--- config.mk ---
export PLATFORM = sky130hd
export DESIGN_NAME = batch_classifier_top
export DESIGN_NICKNAME = d
export VERILOG_FILES = /design/src/source/nn_pkg.sv /design/src/source/dual_port_ram.sv /design/src/source/batch_sequencer.sv /design/src/source/feature_fetch.sv /design/src/source/dot_product_pe.sv /design/src/source/batch_classifier_top.sv
export SDC_FILE = /design/constraint.sdc
export NUM_CORES = 2
export LEC_CHECK = 0
export CORE_MARGIN = 8
export CORE_UTILIZATION = 30
export CTS_BUF_LIST = sky130_fd_sc_hd__clkbuf_16
export CTS_CLUSTER_DIAMETER = 40
export CTS_CLUSTER_SIZE = 30
export DETAILED_ROUTE_END_ITERATION = 8
export DONT_BUFFER_PORTS = 1
export GPL_TIMING_DRIVEN = 1
export PLACE_DENSITY = 0.55
export SLEW_MARGIN = 20
export SYNTH_ARGS = -nofsm -noshare
export SYNTH_HDL_FRONTEND = slang
export SYNTH_SLANG_ARGS = --single-unit
--- constraint.sdc ---
create_clock -name clk -period 8.2 [get_ports clk]
set_input_delay 1.64 -clock clk [delete_from_list [all_inputs] [get_ports clk]]
set_output_delay 1.64 -clock clk [all_outputs]
set_load 0.03 [all_outputs]
--- src/source/nn_pkg.sv ---
package nn_pkg;

    // ========================================
    // widths
    // ========================================

    // pixels or weights per beat, the packed types below depend on it
    localparam int LANES = 4;

    // unsigned pixel
    localparam int PIXEL_W = 8;

    // signed weight
    localparam int WEIGHT_W = 8;

    // signed accumulator, wide enough for a full image of products
    localparam int ACC_W = 22;

    // unsigned clipped score
    localparam int SCORE_W = 8;

    // ========================================
    // data words
    // ========================================

    // lane 0 in the low bits
    typedef logic [LANES-1:0][PIXEL_W-1:0] pixel_vec_t;

    // same lane order as pixel_vec_t, each lane read as signed
    typedef logic [LANES-1:0][WEIGHT_W-1:0] weight_vec_t;

    // one chunk of operands for the dot-product unit
    // first / last bound one class's dot product
    typedef struct packed {
        logic        valid;
        logic        first;
        logic        last;
        pixel_vec_t  pixels;
        weight_vec_t weights;
        logic [7:0]  score_addr;
    } operand_beat_t;

    // ========================================
    // write ports
    // ========================================

    // score memory write, from the dot-product unit
    typedef struct packed {
        logic               en;
        logic [7:0]         addr;
        logic [SCORE_W-1:0] score;
    } score_wr_t;

    // host write into the image memory
    typedef struct packed {
        logic       en;
        logic [7:0] addr;
        pixel_vec_t pixels;
    } image_wr_t;

    // host write into the weight memory
    typedef struct packed {
        logic        en;
        logic [7:0]  addr;
        weight_vec_t weights;
    } weight_wr_t;

endpackage

--- src/source/dual_port_ram.sv ---
`timescale 1ns/1ps

// simple dual-port memory, one write port and one read port on one clock
// word type set per instance (pixel, weight or score words)
module dual_port_ram #(
    parameter type word_t = logic [7:0],
    parameter int  depth  = 16
) (
    input  logic                                     clk,
    // write port
    input  logic                                     wr_en,
    input  logic [$clog2(depth > 1 ? depth : 2)-1:0] wr_addr,
    input  word_t                                    wr_data,
    // read port, data one cycle after rd_en
    input  logic                                     rd_en,
    input  logic [$clog2(depth > 1 ? depth : 2)-1:0] rd_addr,
    output word_t                                    rd_data
);

    // ========================================
    // storage
    // ========================================

    word_t mem [depth];

    // write lands at the clock edge, readable from the next cycle
    always_ff @(posedge clk) begin
        if (wr_en) begin
            mem[wr_addr] <= wr_data;
        end
    end

    // registered read, old data kept while rd_en is low
    always_ff @(posedge clk) begin
        if (rd_en) begin
            rd_data <= mem[rd_addr];
        end
    end

    // ========================================
    // checks
    // ========================================

    // non power-of-two depths leave holes in the address space
    wr_addr_in_range : assert property (
        @(posedge clk) wr_en |-> (wr_addr < depth)
    );

    rd_addr_in_range : assert property (
        @(posedge clk) rd_en |-> (rd_addr < depth)
    );

endmodule

--- src/source/batch_sequencer.sv ---
`timescale 1ns/1ps

// steps through the batch, one image after another
// an image ends when its last class score is written
module batch_sequencer #(
    parameter int num_images  = 4,
    parameter int num_classes = 4
) (
    input  logic              clk,
    input  logic              resetn,
    input  logic              start,
    input  nn_pkg::score_wr_t score_wr,
    output logic              image_start,
    output logic [7:0]        image_idx,
    output logic              done
);

    localparam int idx_w = $clog2(num_images > 1 ? num_images : 2);

    typedef enum logic [1:0] {
        st_idle,
        st_run,
        st_finished
    } state_t;

    state_t           state_q;
    logic [idx_w-1:0] idx_q;
    logic [7:0]       last_addr;
    logic             image_end;
    logic             last_image;

    // ========================================
    // end of image detection
    // ========================================

    // score address of the last class of the current image
    assign last_addr = 8'(idx_q * num_classes + num_classes - 1);

    assign image_end  = score_wr.en && (score_wr.addr == last_addr);
    assign last_image = idx_q == idx_w'(num_images - 1);

    // zero extended for the fetcher's address math
    assign image_idx = 8'(idx_q);

    // ========================================
    // state machine
    // ========================================

    always_ff @(posedge clk or negedge resetn) begin
        if (!resetn) begin
            state_q     <= st_idle;
            idx_q       <= '0;
            image_start <= 1'b0;
            done        <= 1'b0;
        end else begin
            // one-cycle pulse unless set below
            image_start <= 1'b0;
            case (state_q)
                // idle and finished both accept a new batch
                st_idle, st_finished: begin
                    if (start) begin
                        state_q     <= st_run;
                        idx_q       <= '0;
                        image_start <= 1'b1;
                        done        <= 1'b0;
                    end
                end
                // start is ignored here
                st_run: begin
                    if (image_end) begin
                        if (last_image) begin
                            state_q <= st_finished;
                            done    <= 1'b1;
                        end else begin
                            // next image starts right after the score write
                            idx_q       <= idx_q + 1'b1;
                            image_start <= 1'b1;
                        end
                    end
                end
                default: begin
                    state_q <= st_idle;
                end
            endcase
        end
    end

    // ========================================
    // checks
    // ========================================

    // the datapath only writes scores for images this block started
    no_score_outside_run : assert property (
        @(posedge clk) disable iff (!resetn)
        (state_q != st_run) |-> !score_wr.en
    );

endmodule

--- src/source/feature_fetch.sv ---
`timescale 1ns/1ps

// walks classes and chunks of one image
// one image read and one weight read per cycle, data paired into beats
module feature_fetch #(
    parameter int num_classes      = 4,
    parameter int chunks_per_image = 4
) (
    input  logic                  clk,
    input  logic                  resetn,
    input  logic                  image_start,
    input  logic [7:0]            image_idx,
    // image memory read port
    output logic                  img_rd_en,
    output logic [7:0]            img_rd_addr,
    input  nn_pkg::pixel_vec_t    img_rd_data,
    // weight memory read port
    output logic                  wgt_rd_en,
    output logic [7:0]            wgt_rd_addr,
    input  nn_pkg::weight_vec_t   wgt_rd_data,
    // operands to the dot-product unit
    output nn_pkg::operand_beat_t beat
);

    localparam int cls_w = $clog2(num_classes > 1 ? num_classes : 2);
    localparam int chk_w = $clog2(chunks_per_image > 1 ? chunks_per_image : 2);

    logic             busy_q;
    logic [cls_w-1:0] cls_q;
    logic [chk_w-1:0] chk_q;
    logic             chk_end;
    logic             cls_end;
    logic             rd_valid_q;
    logic             first_q;
    logic             last_q;
    logic [7:0]       score_addr_q;

    // ========================================
    // class / chunk counters
    // ========================================

    assign chk_end = chk_q == chk_w'(chunks_per_image - 1);
    assign cls_end = cls_q == cls_w'(num_classes - 1);

    always_ff @(posedge clk or negedge resetn) begin
        if (!resetn) begin
            busy_q <= 1'b0;
            cls_q  <= '0;
            chk_q  <= '0;
        end else if (image_start) begin
            busy_q <= 1'b1;
            cls_q  <= '0;
            chk_q  <= '0;
        end else if (busy_q) begin
            if (chk_end) begin
                chk_q <= '0;
                // last chunk of last class ends the image
                if (cls_end) begin
                    busy_q <= 1'b0;
                end else begin
                    cls_q <= cls_q + 1'b1;
                end
            end else begin
                chk_q <= chk_q + 1'b1;
            end
        end
    end

    // ========================================
    // read addresses
    // ========================================

    // both memories read in lockstep while busy
    assign img_rd_en = busy_q;
    assign wgt_rd_en = busy_q;

    // image rows are per image, weight rows are per class
    assign img_rd_addr = 8'(image_idx * chunks_per_image + chk_q);
    assign wgt_rd_addr = 8'(cls_q * chunks_per_image + chk_q);

    // ========================================
    // beat alignment
    // ========================================

    // valid tracks the one-cycle memory latency
    always_ff @(posedge clk or negedge resetn) begin
        if (!resetn) begin
            rd_valid_q <= 1'b0;
        end else begin
            rd_valid_q <= busy_q;
        end
    end

    // markers only matter when rd_valid_q is set
    always_ff @(posedge clk) begin
        first_q      <= chk_q == '0;
        last_q       <= chk_end;
        score_addr_q <= 8'(image_idx * num_classes + cls_q);
    end

    always_comb begin
        beat.valid      = rd_valid_q;
        beat.first      = first_q;
        beat.last       = last_q;
        beat.pixels     = img_rd_data;
        beat.weights    = wgt_rd_data;
        beat.score_addr = score_addr_q;
    end

    // ========================================
    // checks
    // ========================================

    // sequencer waits for the score write, so a new image never overlaps
    no_start_while_busy : assert property (
        @(posedge clk) disable iff (!resetn)
        image_start |-> !busy_q
    );

endmodule

--- src/source/dot_product_pe.sv ---
`timescale 1ns/1ps

// lane-parallel multiply-accumulate over the chunks of one class
// clipped score written one cycle after the last chunk
module dot_product_pe (
    input  logic                  clk,
    input  logic                  resetn,
    input  nn_pkg::operand_beat_t beat,
    output nn_pkg::score_wr_t     score_wr
);

    localparam int score_max = (1 << nn_pkg::SCORE_W) - 1;

    logic signed [nn_pkg::ACC_W-1:0] lane_sum;
    logic signed [nn_pkg::ACC_W-1:0] total;
    logic signed [nn_pkg::ACC_W-1:0] acc_q;
    logic [nn_pkg::SCORE_W-1:0]      clipped;
    logic                            open_q;
    logic                            wr_en_q;
    logic [7:0]                      wr_addr_q;
    logic [nn_pkg::SCORE_W-1:0]      wr_score_q;

    // ========================================
    // multiply and add
    // ========================================

    // pixel zero extended to keep it unsigned, weight signed
    always_comb begin
        lane_sum = '0;
        for (int i = 0; i < nn_pkg::LANES; i++) begin
            lane_sum = lane_sum + ($signed({1'b0, beat.pixels[i]}) * $signed(beat.weights[i]));
        end
    end

    // first chunk restarts the sum
    assign total = beat.first ? lane_sum : acc_q + lane_sum;

    always_ff @(posedge clk) begin
        if (beat.valid) begin
            acc_q <= total;
        end
    end

    // ========================================
    // clip and write
    // ========================================

    always_comb begin
        if (total < 0) begin
            clipped = '0;
        end else if (total > score_max) begin
            clipped = '1;
        end else begin
            clipped = total[nn_pkg::SCORE_W-1:0];
        end
    end

    always_ff @(posedge clk or negedge resetn) begin
        if (!resetn) begin
            wr_en_q <= 1'b0;
        end else begin
            wr_en_q <= beat.valid && beat.last;
        end
    end

    always_ff @(posedge clk) begin
        if (beat.valid && beat.last) begin
            wr_addr_q  <= beat.score_addr;
            wr_score_q <= clipped;
        end
    end

    assign score_wr.en    = wr_en_q;
    assign score_wr.addr  = wr_addr_q;
    assign score_wr.score = wr_score_q;

    // ========================================
    // checks
    // ========================================

    // set between a first and its matching last
    always_ff @(posedge clk or negedge resetn) begin
        if (!resetn) begin
            open_q <= 1'b0;
        end else if (beat.valid) begin
            if (beat.last) begin
                open_q <= 1'b0;
            end else if (beat.first) begin
                open_q <= 1'b1;
            end
        end
    end

    // fetcher must close each class before opening the next
    first_after_last : assert property (
        @(posedge clk) disable iff (!resetn)
        (beat.valid && beat.first) |-> !open_q
    );

endmodule

--- src/source/batch_classifier_top.sv ---
`timescale 1ns/1ps

// batch classifier, one fully-connected layer per image
// host loads pixels and weights, pulses start, waits for done, reads scores
module batch_classifier_top #(
    parameter int num_images       = 4,
    parameter int num_classes      = 4,
    parameter int chunks_per_image = 4
) (
    input  logic                       clk,
    input  logic                       resetn,
    input  logic                       start,
    output logic                       done,
    // host write ports, absolute addresses
    input  nn_pkg::image_wr_t          img_wr,
    input  nn_pkg::weight_wr_t         wgt_wr,
    // host score read, data one cycle later
    input  logic                       score_rd_en,
    input  logic [7:0]                 score_rd_addr,
    output logic [nn_pkg::SCORE_W-1:0] score_rd_data
);

    localparam int img_depth   = num_images * chunks_per_image;
    localparam int wgt_depth   = num_classes * chunks_per_image;
    localparam int score_depth = num_images * num_classes;
    localparam int img_aw      = $clog2(img_depth > 1 ? img_depth : 2);
    localparam int wgt_aw      = $clog2(wgt_depth > 1 ? wgt_depth : 2);
    localparam int score_aw    = $clog2(score_depth > 1 ? score_depth : 2);

    // ========================================
    // internal wires
    // ========================================

    // sequencer to fetcher
    logic                  image_start;
    logic [7:0]            image_idx;

    // fetcher to memories
    logic                  img_rd_en;
    logic [7:0]            img_rd_addr;
    nn_pkg::pixel_vec_t    img_rd_data;
    logic                  wgt_rd_en;
    logic [7:0]            wgt_rd_addr;
    nn_pkg::weight_vec_t   wgt_rd_data;

    // fetcher to dot-product unit
    nn_pkg::operand_beat_t beat;

    // dot-product unit to score memory and sequencer
    nn_pkg::score_wr_t     score_wr;

    // ========================================
    // control
    // ========================================

    batch_sequencer #(
        .num_images  (num_images),
        .num_classes (num_classes)
    ) batch_sequencer_i (
        .clk         (clk),
        .resetn      (resetn),
        .start       (start),
        .score_wr    (score_wr),
        .image_start (image_start),
        .image_idx   (image_idx),
        .done        (done)
    );

    // ========================================
    // memories
    // ========================================

    // pixel chunks, image i chunk c at i * chunks_per_image + c
    dual_port_ram #(
        .word_t (nn_pkg::pixel_vec_t),
        .depth  (img_depth)
    ) image_ram_i (
        .clk     (clk),
        .wr_en   (img_wr.en),
        .wr_addr (img_wr.addr[img_aw-1:0]),
        .wr_data (img_wr.pixels),
        .rd_en   (img_rd_en),
        .rd_addr (img_rd_addr[img_aw-1:0]),
        .rd_data (img_rd_data)
    );

    // weight chunks, shared by every image
    dual_port_ram #(
        .word_t (nn_pkg::weight_vec_t),
        .depth  (wgt_depth)
    ) weight_ram_i (
        .clk     (clk),
        .wr_en   (wgt_wr.en),
        .wr_addr (wgt_wr.addr[wgt_aw-1:0]),
        .wr_data (wgt_wr.weights),
        .rd_en   (wgt_rd_en),
        .rd_addr (wgt_rd_addr[wgt_aw-1:0]),
        .rd_data (wgt_rd_data)
    );

    // scores, image i class k at i * num_classes + k
    dual_port_ram #(
        .word_t (logic [nn_pkg::SCORE_W-1:0]),
        .depth  (score_depth)
    ) score_ram_i (
        .clk     (clk),
        .wr_en   (score_wr.en),
        .wr_addr (score_wr.addr[score_aw-1:0]),
        .wr_data (score_wr.score),
        .rd_en   (score_rd_en),
        .rd_addr (score_rd_addr[score_aw-1:0]),
        .rd_data (score_rd_data)
    );

    // ========================================
    // datapath
    // ========================================

    feature_fetch #(
        .num_classes      (num_classes),
        .chunks_per_image (chunks_per_image)
    ) feature_fetch_i (
        .clk         (clk),
        .resetn      (resetn),
        .image_start (image_start),
        .image_idx   (image_idx),
        .img_rd_en   (img_rd_en),
        .img_rd_addr (img_rd_addr),
        .img_rd_data (img_rd_data),
        .wgt_rd_en   (wgt_rd_en),
        .wgt_rd_addr (wgt_rd_addr),
        .wgt_rd_data (wgt_rd_data),
        .beat        (beat)
    );

    dot_product_pe dot_product_pe_i (
        .clk      (clk),
        .resetn   (resetn),
        .beat     (beat),
        .score_wr (score_wr)
    );

endmodule

# Word level (Yosys, flattened, before mapping)
# Memory sizes are Yosys's and may differ from the RTL's. A register that Yosys moved wholly into a read port is not among the register bits.
# Cells that the tools add are included.
[totals] reg_bits=61 mem_count=3 in_bits=94 out_inout_bits=9 word_cells=94 ram_bits=1152
[op_classes] n_reduce_logical=12 muxes=35 n_lt_le_gt_ge=2 eq_ne=11 multipliers=4 n_addsub=12
[mem_list] name="image_ram_i.mem" words=16 word_bits=32 rd=1 rd_ports_with_merged_regs=1 write_ports=1 line="dual_port_ram.sv:24" text="word_t mem [depth];"
[mem_list] name="weight_ram_i.mem" words=16 word_bits=32 rd=1 rd_ports_with_merged_regs=1 write_ports=1 line="dual_port_ram.sv:24"
[mem_list] name="score_ram_i.mem" words=16 word_bits=8 rd=1 rd_ports_with_merged_regs=1 write_ports=1 line="dual_port_ram.sv:24"
[ops] op="22-bit adder" n=4
[ops] op="9-bit by 8-bit multiplier with 17-bit output" n=4
[ops] op="2-bit 2-to-1 mux" n=13
[ops] op="22-bit by 9-bit > comparator with 1-bit output (second input constant)" n=1
[ops] op="22-bit by 1-bit < comparator with 1-bit output (second input constant)" n=1
[ops] op="22-bit 2-to-1 mux" n=1
[ops] op="1-bit 2-to-1 mux" n=16
[ops] op="4-bit by 2-bit adder with 4-bit output" n=2
[ops] op="2-bit == test (second input constant)" n=4
[ops] op="8-bit == test" n=1
[ops] op="8-bit 2-to-1 mux" n=1
[ops] op="2-bit case mux with 2 select lines" n=2
[ops] op="4-bit AND reduction" n=2
[ops] op="8-bit by 1-bit subtractor with 8-bit output (second input constant)" n=1
[ops] op="2-bit by 1-bit adder with 2-bit output (second input constant)" n=3
[ops] op="2-bit inequality test (second input constant)" n=3
[ops] op="3-bit AND reduction" n=2
[ops] op="2-bit nonzero test" n=3
[ops] op="4-bit by 2-bit adder with 5-bit output" n=1
[ops] op="4-bit by 3-bit adder with 5-bit output (second input constant)" n=1
[ops] op="2-bit logical NOT" n=2
[ops] op="2-bit by 1-bit inequality test with 1-bit output (second input constant)" n=2
[ops] op="1-bit case mux with 2 select lines" n=2
[ops] op="2-bit by 1-bit == test with 1-bit output (second input constant)" n=1
[ops] op="other kinds (2)" n=3

# Longest topological paths before layout
[depth] word_depth=8 depth_mapped=37

# Modules after synthesis
# From an unflattened synthesis, not the netlist that was laid out.
[unflattened] hier_cells=3435 hier_area_um2=59848.6
[by_module_without_submodules] module="dual_port_ram (image_ram_i ...)" n_inst=2 seq_area_each_um2=16335.7 area_per_inst_um2=20174.3 cells_per_inst=838
[by_module_without_submodules] module="dot_product_pe" n_inst=1 seq_area_each_um2=1166.1 area_per_inst_um2=12773.5 cells_per_inst=1374
[by_module_without_submodules] module="dual_port_ram (score_ram_i)" n_inst=1 seq_area_each_um2=4083.9 area_per_inst_um2=5227.5 cells_per_inst=229
[by_module_without_submodules] module="feature_fetch" n_inst=1 seq_area_each_um2=350.3 area_per_inst_um2=1101.1 cells_per_inst=116
[by_module_without_submodules] module="batch_sequencer" n_inst=1 seq_area_each_um2=150.1 area_per_inst_um2=397.9 cells_per_inst=40

# Worst setup path after synthesis
# Ideal clock, no wire load.
[synth_timing] path_type="register to register" start="reg weight_ram_i.rd_data[10] in the netlist's numbering (read register of weight_ram_i.mem)" end="reg dot_product_pe_i.wr_score_q[0] in the netlist's numbering (data pin)" path_stages_with_launch=33 n_path_buf=0 t_arrival_ns=8.206 slack_ns=-0.294 path_cell_list="edfxtp_1 -> and2_1 -> fa_1 -> inv_1 -> fa_1 -> inv_1 -> fa_1 -> inv_1 -> fa_1 -> inv_1 -> ha_1 -> o21ai_0 -> a21boi_0 -> o21a_1 -> o21ai_0 -> nand2_1 -> a21oi_1 -> xnor2_1 -> fa_1 -> fa_1 -> ha_1 -> a21o_1 -> a31o_2 -> a21oi_1 -> xnor2_1 -> ha_1 -> a21o_1 -> o21a_1 -> a311oi_1 -> a2111oi_0 -> a2111o_1 -> nor4_4 -> a41oi_1"
[synth_via] elab_chain_cells=8 elab_cells_between_ends=9
[synth_lines] element="start: declaration" line="dual_port_ram.sv:17" text="output word_t rd_data"
[synth_lines] element="9-bit by 8-bit multiplier with 17-bit output (*)" line="dot_product_pe.sv:31" text="lane_sum = lane_sum + ($signed({1'b0, beat.pixels[i]}) * $signed(beat.weights[i]));"
[synth_lines] element="22-bit adder (*) (3 in series)" line="dot_product_pe.sv:31"
[synth_lines] element="22-bit adder" line="dot_product_pe.sv:36" text="assign total = beat.first ? lane_sum : acc_q + lane_sum;"
[synth_lines] element="22-bit 2-to-1 mux (*)" line="dot_product_pe.sv:36"
[synth_lines] element="named net dot_product_pe_i.total, one bit" line="dot_product_pe.sv:15" text="logic signed [nn_pkg::ACC_W-1:0] total;"
[synth_lines] element="22-bit by 9-bit > comparator with 1-bit output" line="dot_product_pe.sv:51" text="end else if (total > score_max) begin"
[synth_lines] element="8-bit 2-to-1 mux" line="dot_product_pe.sv:51"
[synth_lines] element="end signal: assignment" line="dot_product_pe.sv:69" text="wr_score_q <= clipped;"
[synth_lines] element="end: declaration" line="dot_product_pe.sv:21" text="logic [nn_pkg::SCORE_W-1:0] wr_score_q;"
# Mark *: on every way through the listed nets, which the timed path passes. The rest lies on a longest branch.
# A chain may end at the register's enable or synchronous reset.

# Worst setup path in the final report
[layout_timing] start="reg weight_ram_i.rd_data[27] in the netlist's numbering (read register of weight_ram_i.mem)" end="reg dot_product_pe_i.wr_score_q[6] in the netlist's numbering (data pin)"
[layout_via] elab_chain_cells=6 elab_cells_between_ends=7
[layout_lines] element="9-bit by 8-bit multiplier with 17-bit output (*)" line="dot_product_pe.sv:31"
[layout_lines] element="22-bit adder (*)" line="dot_product_pe.sv:31"
[layout_lines] element="22-bit adder" line="dot_product_pe.sv:36"
[layout_lines] element="22-bit 2-to-1 mux (*)" line="dot_product_pe.sv:36"
[layout_lines] element="named net dot_product_pe_i.total, one bit" line="dot_product_pe.sv:15"
[layout_lines] element="22-bit by 9-bit > comparator with 1-bit output" line="dot_product_pe.sv:51"
[layout_lines] element="8-bit 2-to-1 mux" line="dot_product_pe.sv:51"
# Marks and branches as above.

==> run_results.csv <==
group,metric,value,unit
run_status,status,"finished with violations",
run_status,failed_checks,"negative setup slack",
synth,synthFlopType,"edfxtp_1",
grt,grt_pass1_wl,205000,µm
sta,setup_viol,10,
setup_path,regToRegStartpoint,"weight_ram_i.rd_data[27]",
synth,yosys.area_share.adder,0.108,
synth,synth-simple-area-share,0.0439,
synth,synth.distinct_cells,76,
clock_tree,cts_hold_buffers,0,
floorplanning,start_util,0.301,
grt,grt_overflow,0,
floorplanning,io_pins,103,
setup_path,path_class,"reg -> reg",
final_layout,areaGrowthSynthToFinish,21.8,%
floorplanning,dieHeight,461,µm
setup_path,start_kind,"flop",
sta,hold_ws,406,ps
setup_path,cpPeakStageDelay,580,ps
clock_tree,cts_buffers,173,
synth,ys_seq_area_frac,0.644,
place,gp_congestion,0.781,
sta,worst_pin_slew,1010,ps
grt,track_usage,0.128,
setup_path,cp_num_buf_inv,8,
synth,synthXorXnorAreaFrac,0.0112,
detailed_routing,remaining_drc_errors,0,
synth,synth_top_cell_by_area,"edfxtp_1",
sta,tns,-3440,ps
synth,ys_top_cells_by_count,"edfxtp_1 (1,258), inv_1 (361), mux4_2 (360), ha_1 (217), fa_1 (184)",
synth,async_flop_share,0.0102,
setup_path,cp.required,8700,ps
hold_path,worstHoldStart,"feature_fetch_i.score_addr_q[3]",
synth,yosys-mux-area-fraction,0.138,
clock_tree,cts_sinks,1277,
setup_path,crit_path_max_fanout,8,
floorplanning,std_cell_rows,163,
synth,synth_area,59400,µm²
sta,timing.final.crit_share,1.05,
place,dpl.hpwl,83100,µm
floorplanning,core-area,197000,µm²
setup_path,crit_family,"adder cells",
floorplanning,die_w,461,µm
job,drv_cap,0,
hold_path,hp-class,"reg -> reg",
final_layout,drive_above_1_share,0.312,
clock_tree,root_buffer,"clkbuf_16",
detailed_routing,routedWlPerCell,21.2,µm
place,post-place-ws,-686,ps
setup_path,arrival,9130,ps
grt,grt_pass1_vias,32373,
clock_tree,cts_max_level,4,
sta,fmaxAchievable,116,MHz
final_layout,fin_nets,4199,
synth,synth_compound_area_frac,0.0262,
synth,synth_area_leaders,"edfxtp_1 (64%), mux4_2 (14%), fa_1 (6.2%)",
detailed_routing,drt-total-wl,138000,µm
detailed_routing,drtPass1Iterations,7,
synth,synth_top_family_by_area,"multiplexers",
detailed_routing,via_per_inst,4.64,
setup_path,endpoint_kind,"flop",
sta,skew,99.6,ps
grt,antenna_found_initial,2,
setup_path,crit_path_top_delay_cell,"fa_1",
synth,yosysMostFrequentCell,"edfxtp_1",
sta,slew_headroom,0.325,
setup_path,rrSetupSlack,-430,ps
grt,grt_max_degree,86,
synth,avgSynthCellArea,18.0,µm²
synth,synth_seq_cells,1277,
clock_tree,clk_latency,840,ps
sta,rsz0062_at_grt,"true",
detailed_routing,ant_nets,0,
synth,synth_top_area_share,0.636,
setup_path,path_common_cell,"fa_1",
sta,finalHoldViolCount,0,
sta,fin_crit,8630,ps
synth,syn_inst,3300,
sta,fin_ws,-426,ps
detailed_routing,num_vias,30134,
place,io_buffers,0,
clock_tree,cts_tree,"yes",
clock_tree,cts_buffer_depth,3,
synth,synth-edff-count,1258,
synth,ys_warn_count,0,
floorplanning,die_area,212000,µm²
setup_path,crit_start,"weight_ram_i.rd_data[27]",
clock_tree,clk_pin_slew,60,ps
place,dp_cells,6132,
detailed_routing,first_iter_violations,2199,
synth,syn_nets,3795,
final_layout,fin_cells,6493,
sta,slew_viol_final,0,
[worst register-to-register path: cells and delay by family (launching register included)]
family          cells  cell delay [ps]
simple gates        7             1460
xor+xnor            2              340
buf+inv             8              550
compound gates      8             1610
flops               1              520
fa+ha+maj           9             3820
[per-layer routing]
layer  track usage  share of wire  vias up
li1              -              -    13492
met1         0.164           0.43    15865
met2         0.221           0.50      589
met3        0.0276          0.051      188
met4        0.0366          0.021        0
met5             0              0        -
[path summary, 6_finish.rpt]
path / end / cells after the start
max in group asynchronous: feature_fetch_i.chk_q[0] / 0
hold / removal: dot_product_pe_i.wr_addr_q[3] / 0
setup / recovery: dot_product_pe_i.wr_score_q[6] / 34
setup reg to reg: dot_product_pe_i.wr_score_q[6] / 34
hold reg to reg: dot_product_pe_i.wr_addr_q[3] / 0
min in group asynchronous: dot_product_pe_i.wr_en_q / 0
[cells in the final DEF, fill, tap and decap left out, drive strengths merged, types with 4 or more instances in the layout]
master / netlist / routed
nand3: 20 / 20
dfxtp: 6 / 6
a2111oi: 6 / 6
buf: 42 / 323
or3: 8 / 8
o21a: 9 / 9
and2: 171 / 171
mux2: 4 / 4
inv: 362 / 420
or3b: 4 / 4
o41ai: 6 / 6
a41oi: 9 / 9
edfxtp: 1258 / 1258
mux4: 360 / 360
o21ai: 39 / 39
or2: 4 / 4
nand2: 106 / 106
bufinv: 0 / 18
nand2b: 31 / 31
mux2i: 6 / 6
xnor2: 52 / 52
ha: 217 / 217
nor2: 99 / 99
clkbuf: 52 / 174
nor2b: 10 / 10
o211ai: 11 / 11
clkinv: 0 / 60
o21bai: 12 / 12
a31oi: 8 / 8
xor2: 24 / 24
nand3b: 8 / 8
fa: 184 / 184
dfrtp: 13 / 13
clkinvlp: 0 / 12
a21o: 33 / 33
a211oi: 6 / 6
nand4: 4 / 4
a21oi: 51 / 51
nor3: 20 / 20
and3: 7 / 7
[registers in the layout (all words and copies together) (netlist names), 4 cells and up]
name	cells
image_ram_i.rd_data	32
weight_ram_i.rd_data	32
weight_ram_i.mem	512
dot_product_pe_i.acc_q	22
dot_product_pe_i.wr_addr_q	4
image_ram_i.mem	512
feature_fetch_i.score_addr_q	4
score_ram_i.mem	128
dot_product_pe_i.wr_score_q	8
score_ram_i.rd_data	8
[through the flow]
stage                     cell area [µm²]   util
after floorplan                     59500      -
after global placement              64800  0.329
after detailed placement            64800  0.329
after CTS                           71700  0.364
after global routing                72300  0.367
final                               72300  0.367
[timing repair]
action / in CTS / in global routing
gates resized for setup: 97 / 102
cloned: 1 / 0
endpoints found under the setup margin: 15 / 18
pin swaps: 75 / 88
buffers inserted: 25 / 14
[layout make-up]
class                      count  area (µm²)
antenna                        2        5.00
clock buffer                 174        4350
clock inverter               148        1850
fill                       18331      125000
inverter                     362        1360
multi-input combinational   1567       20700
sequential                  1277       38200
tap                         2640        3300
timing repair buffer         323        2530
[cell families (layout without fill, tap and decap cells)]
family,after synthesis,count (layout)
DFF,1277,1277
and+or+nand+nor,499,499
buffers and inverters,456,1007
adders and majority gates,401,401
muxes,370,370
AOI/OAI and AO/OA,221,221
xor gates and xnor gates,76,76
other,0,2
Power is left out: the tool's default activity adds up to more than one toggle a clock period on the data nets, which glitch-free logic cannot reach.
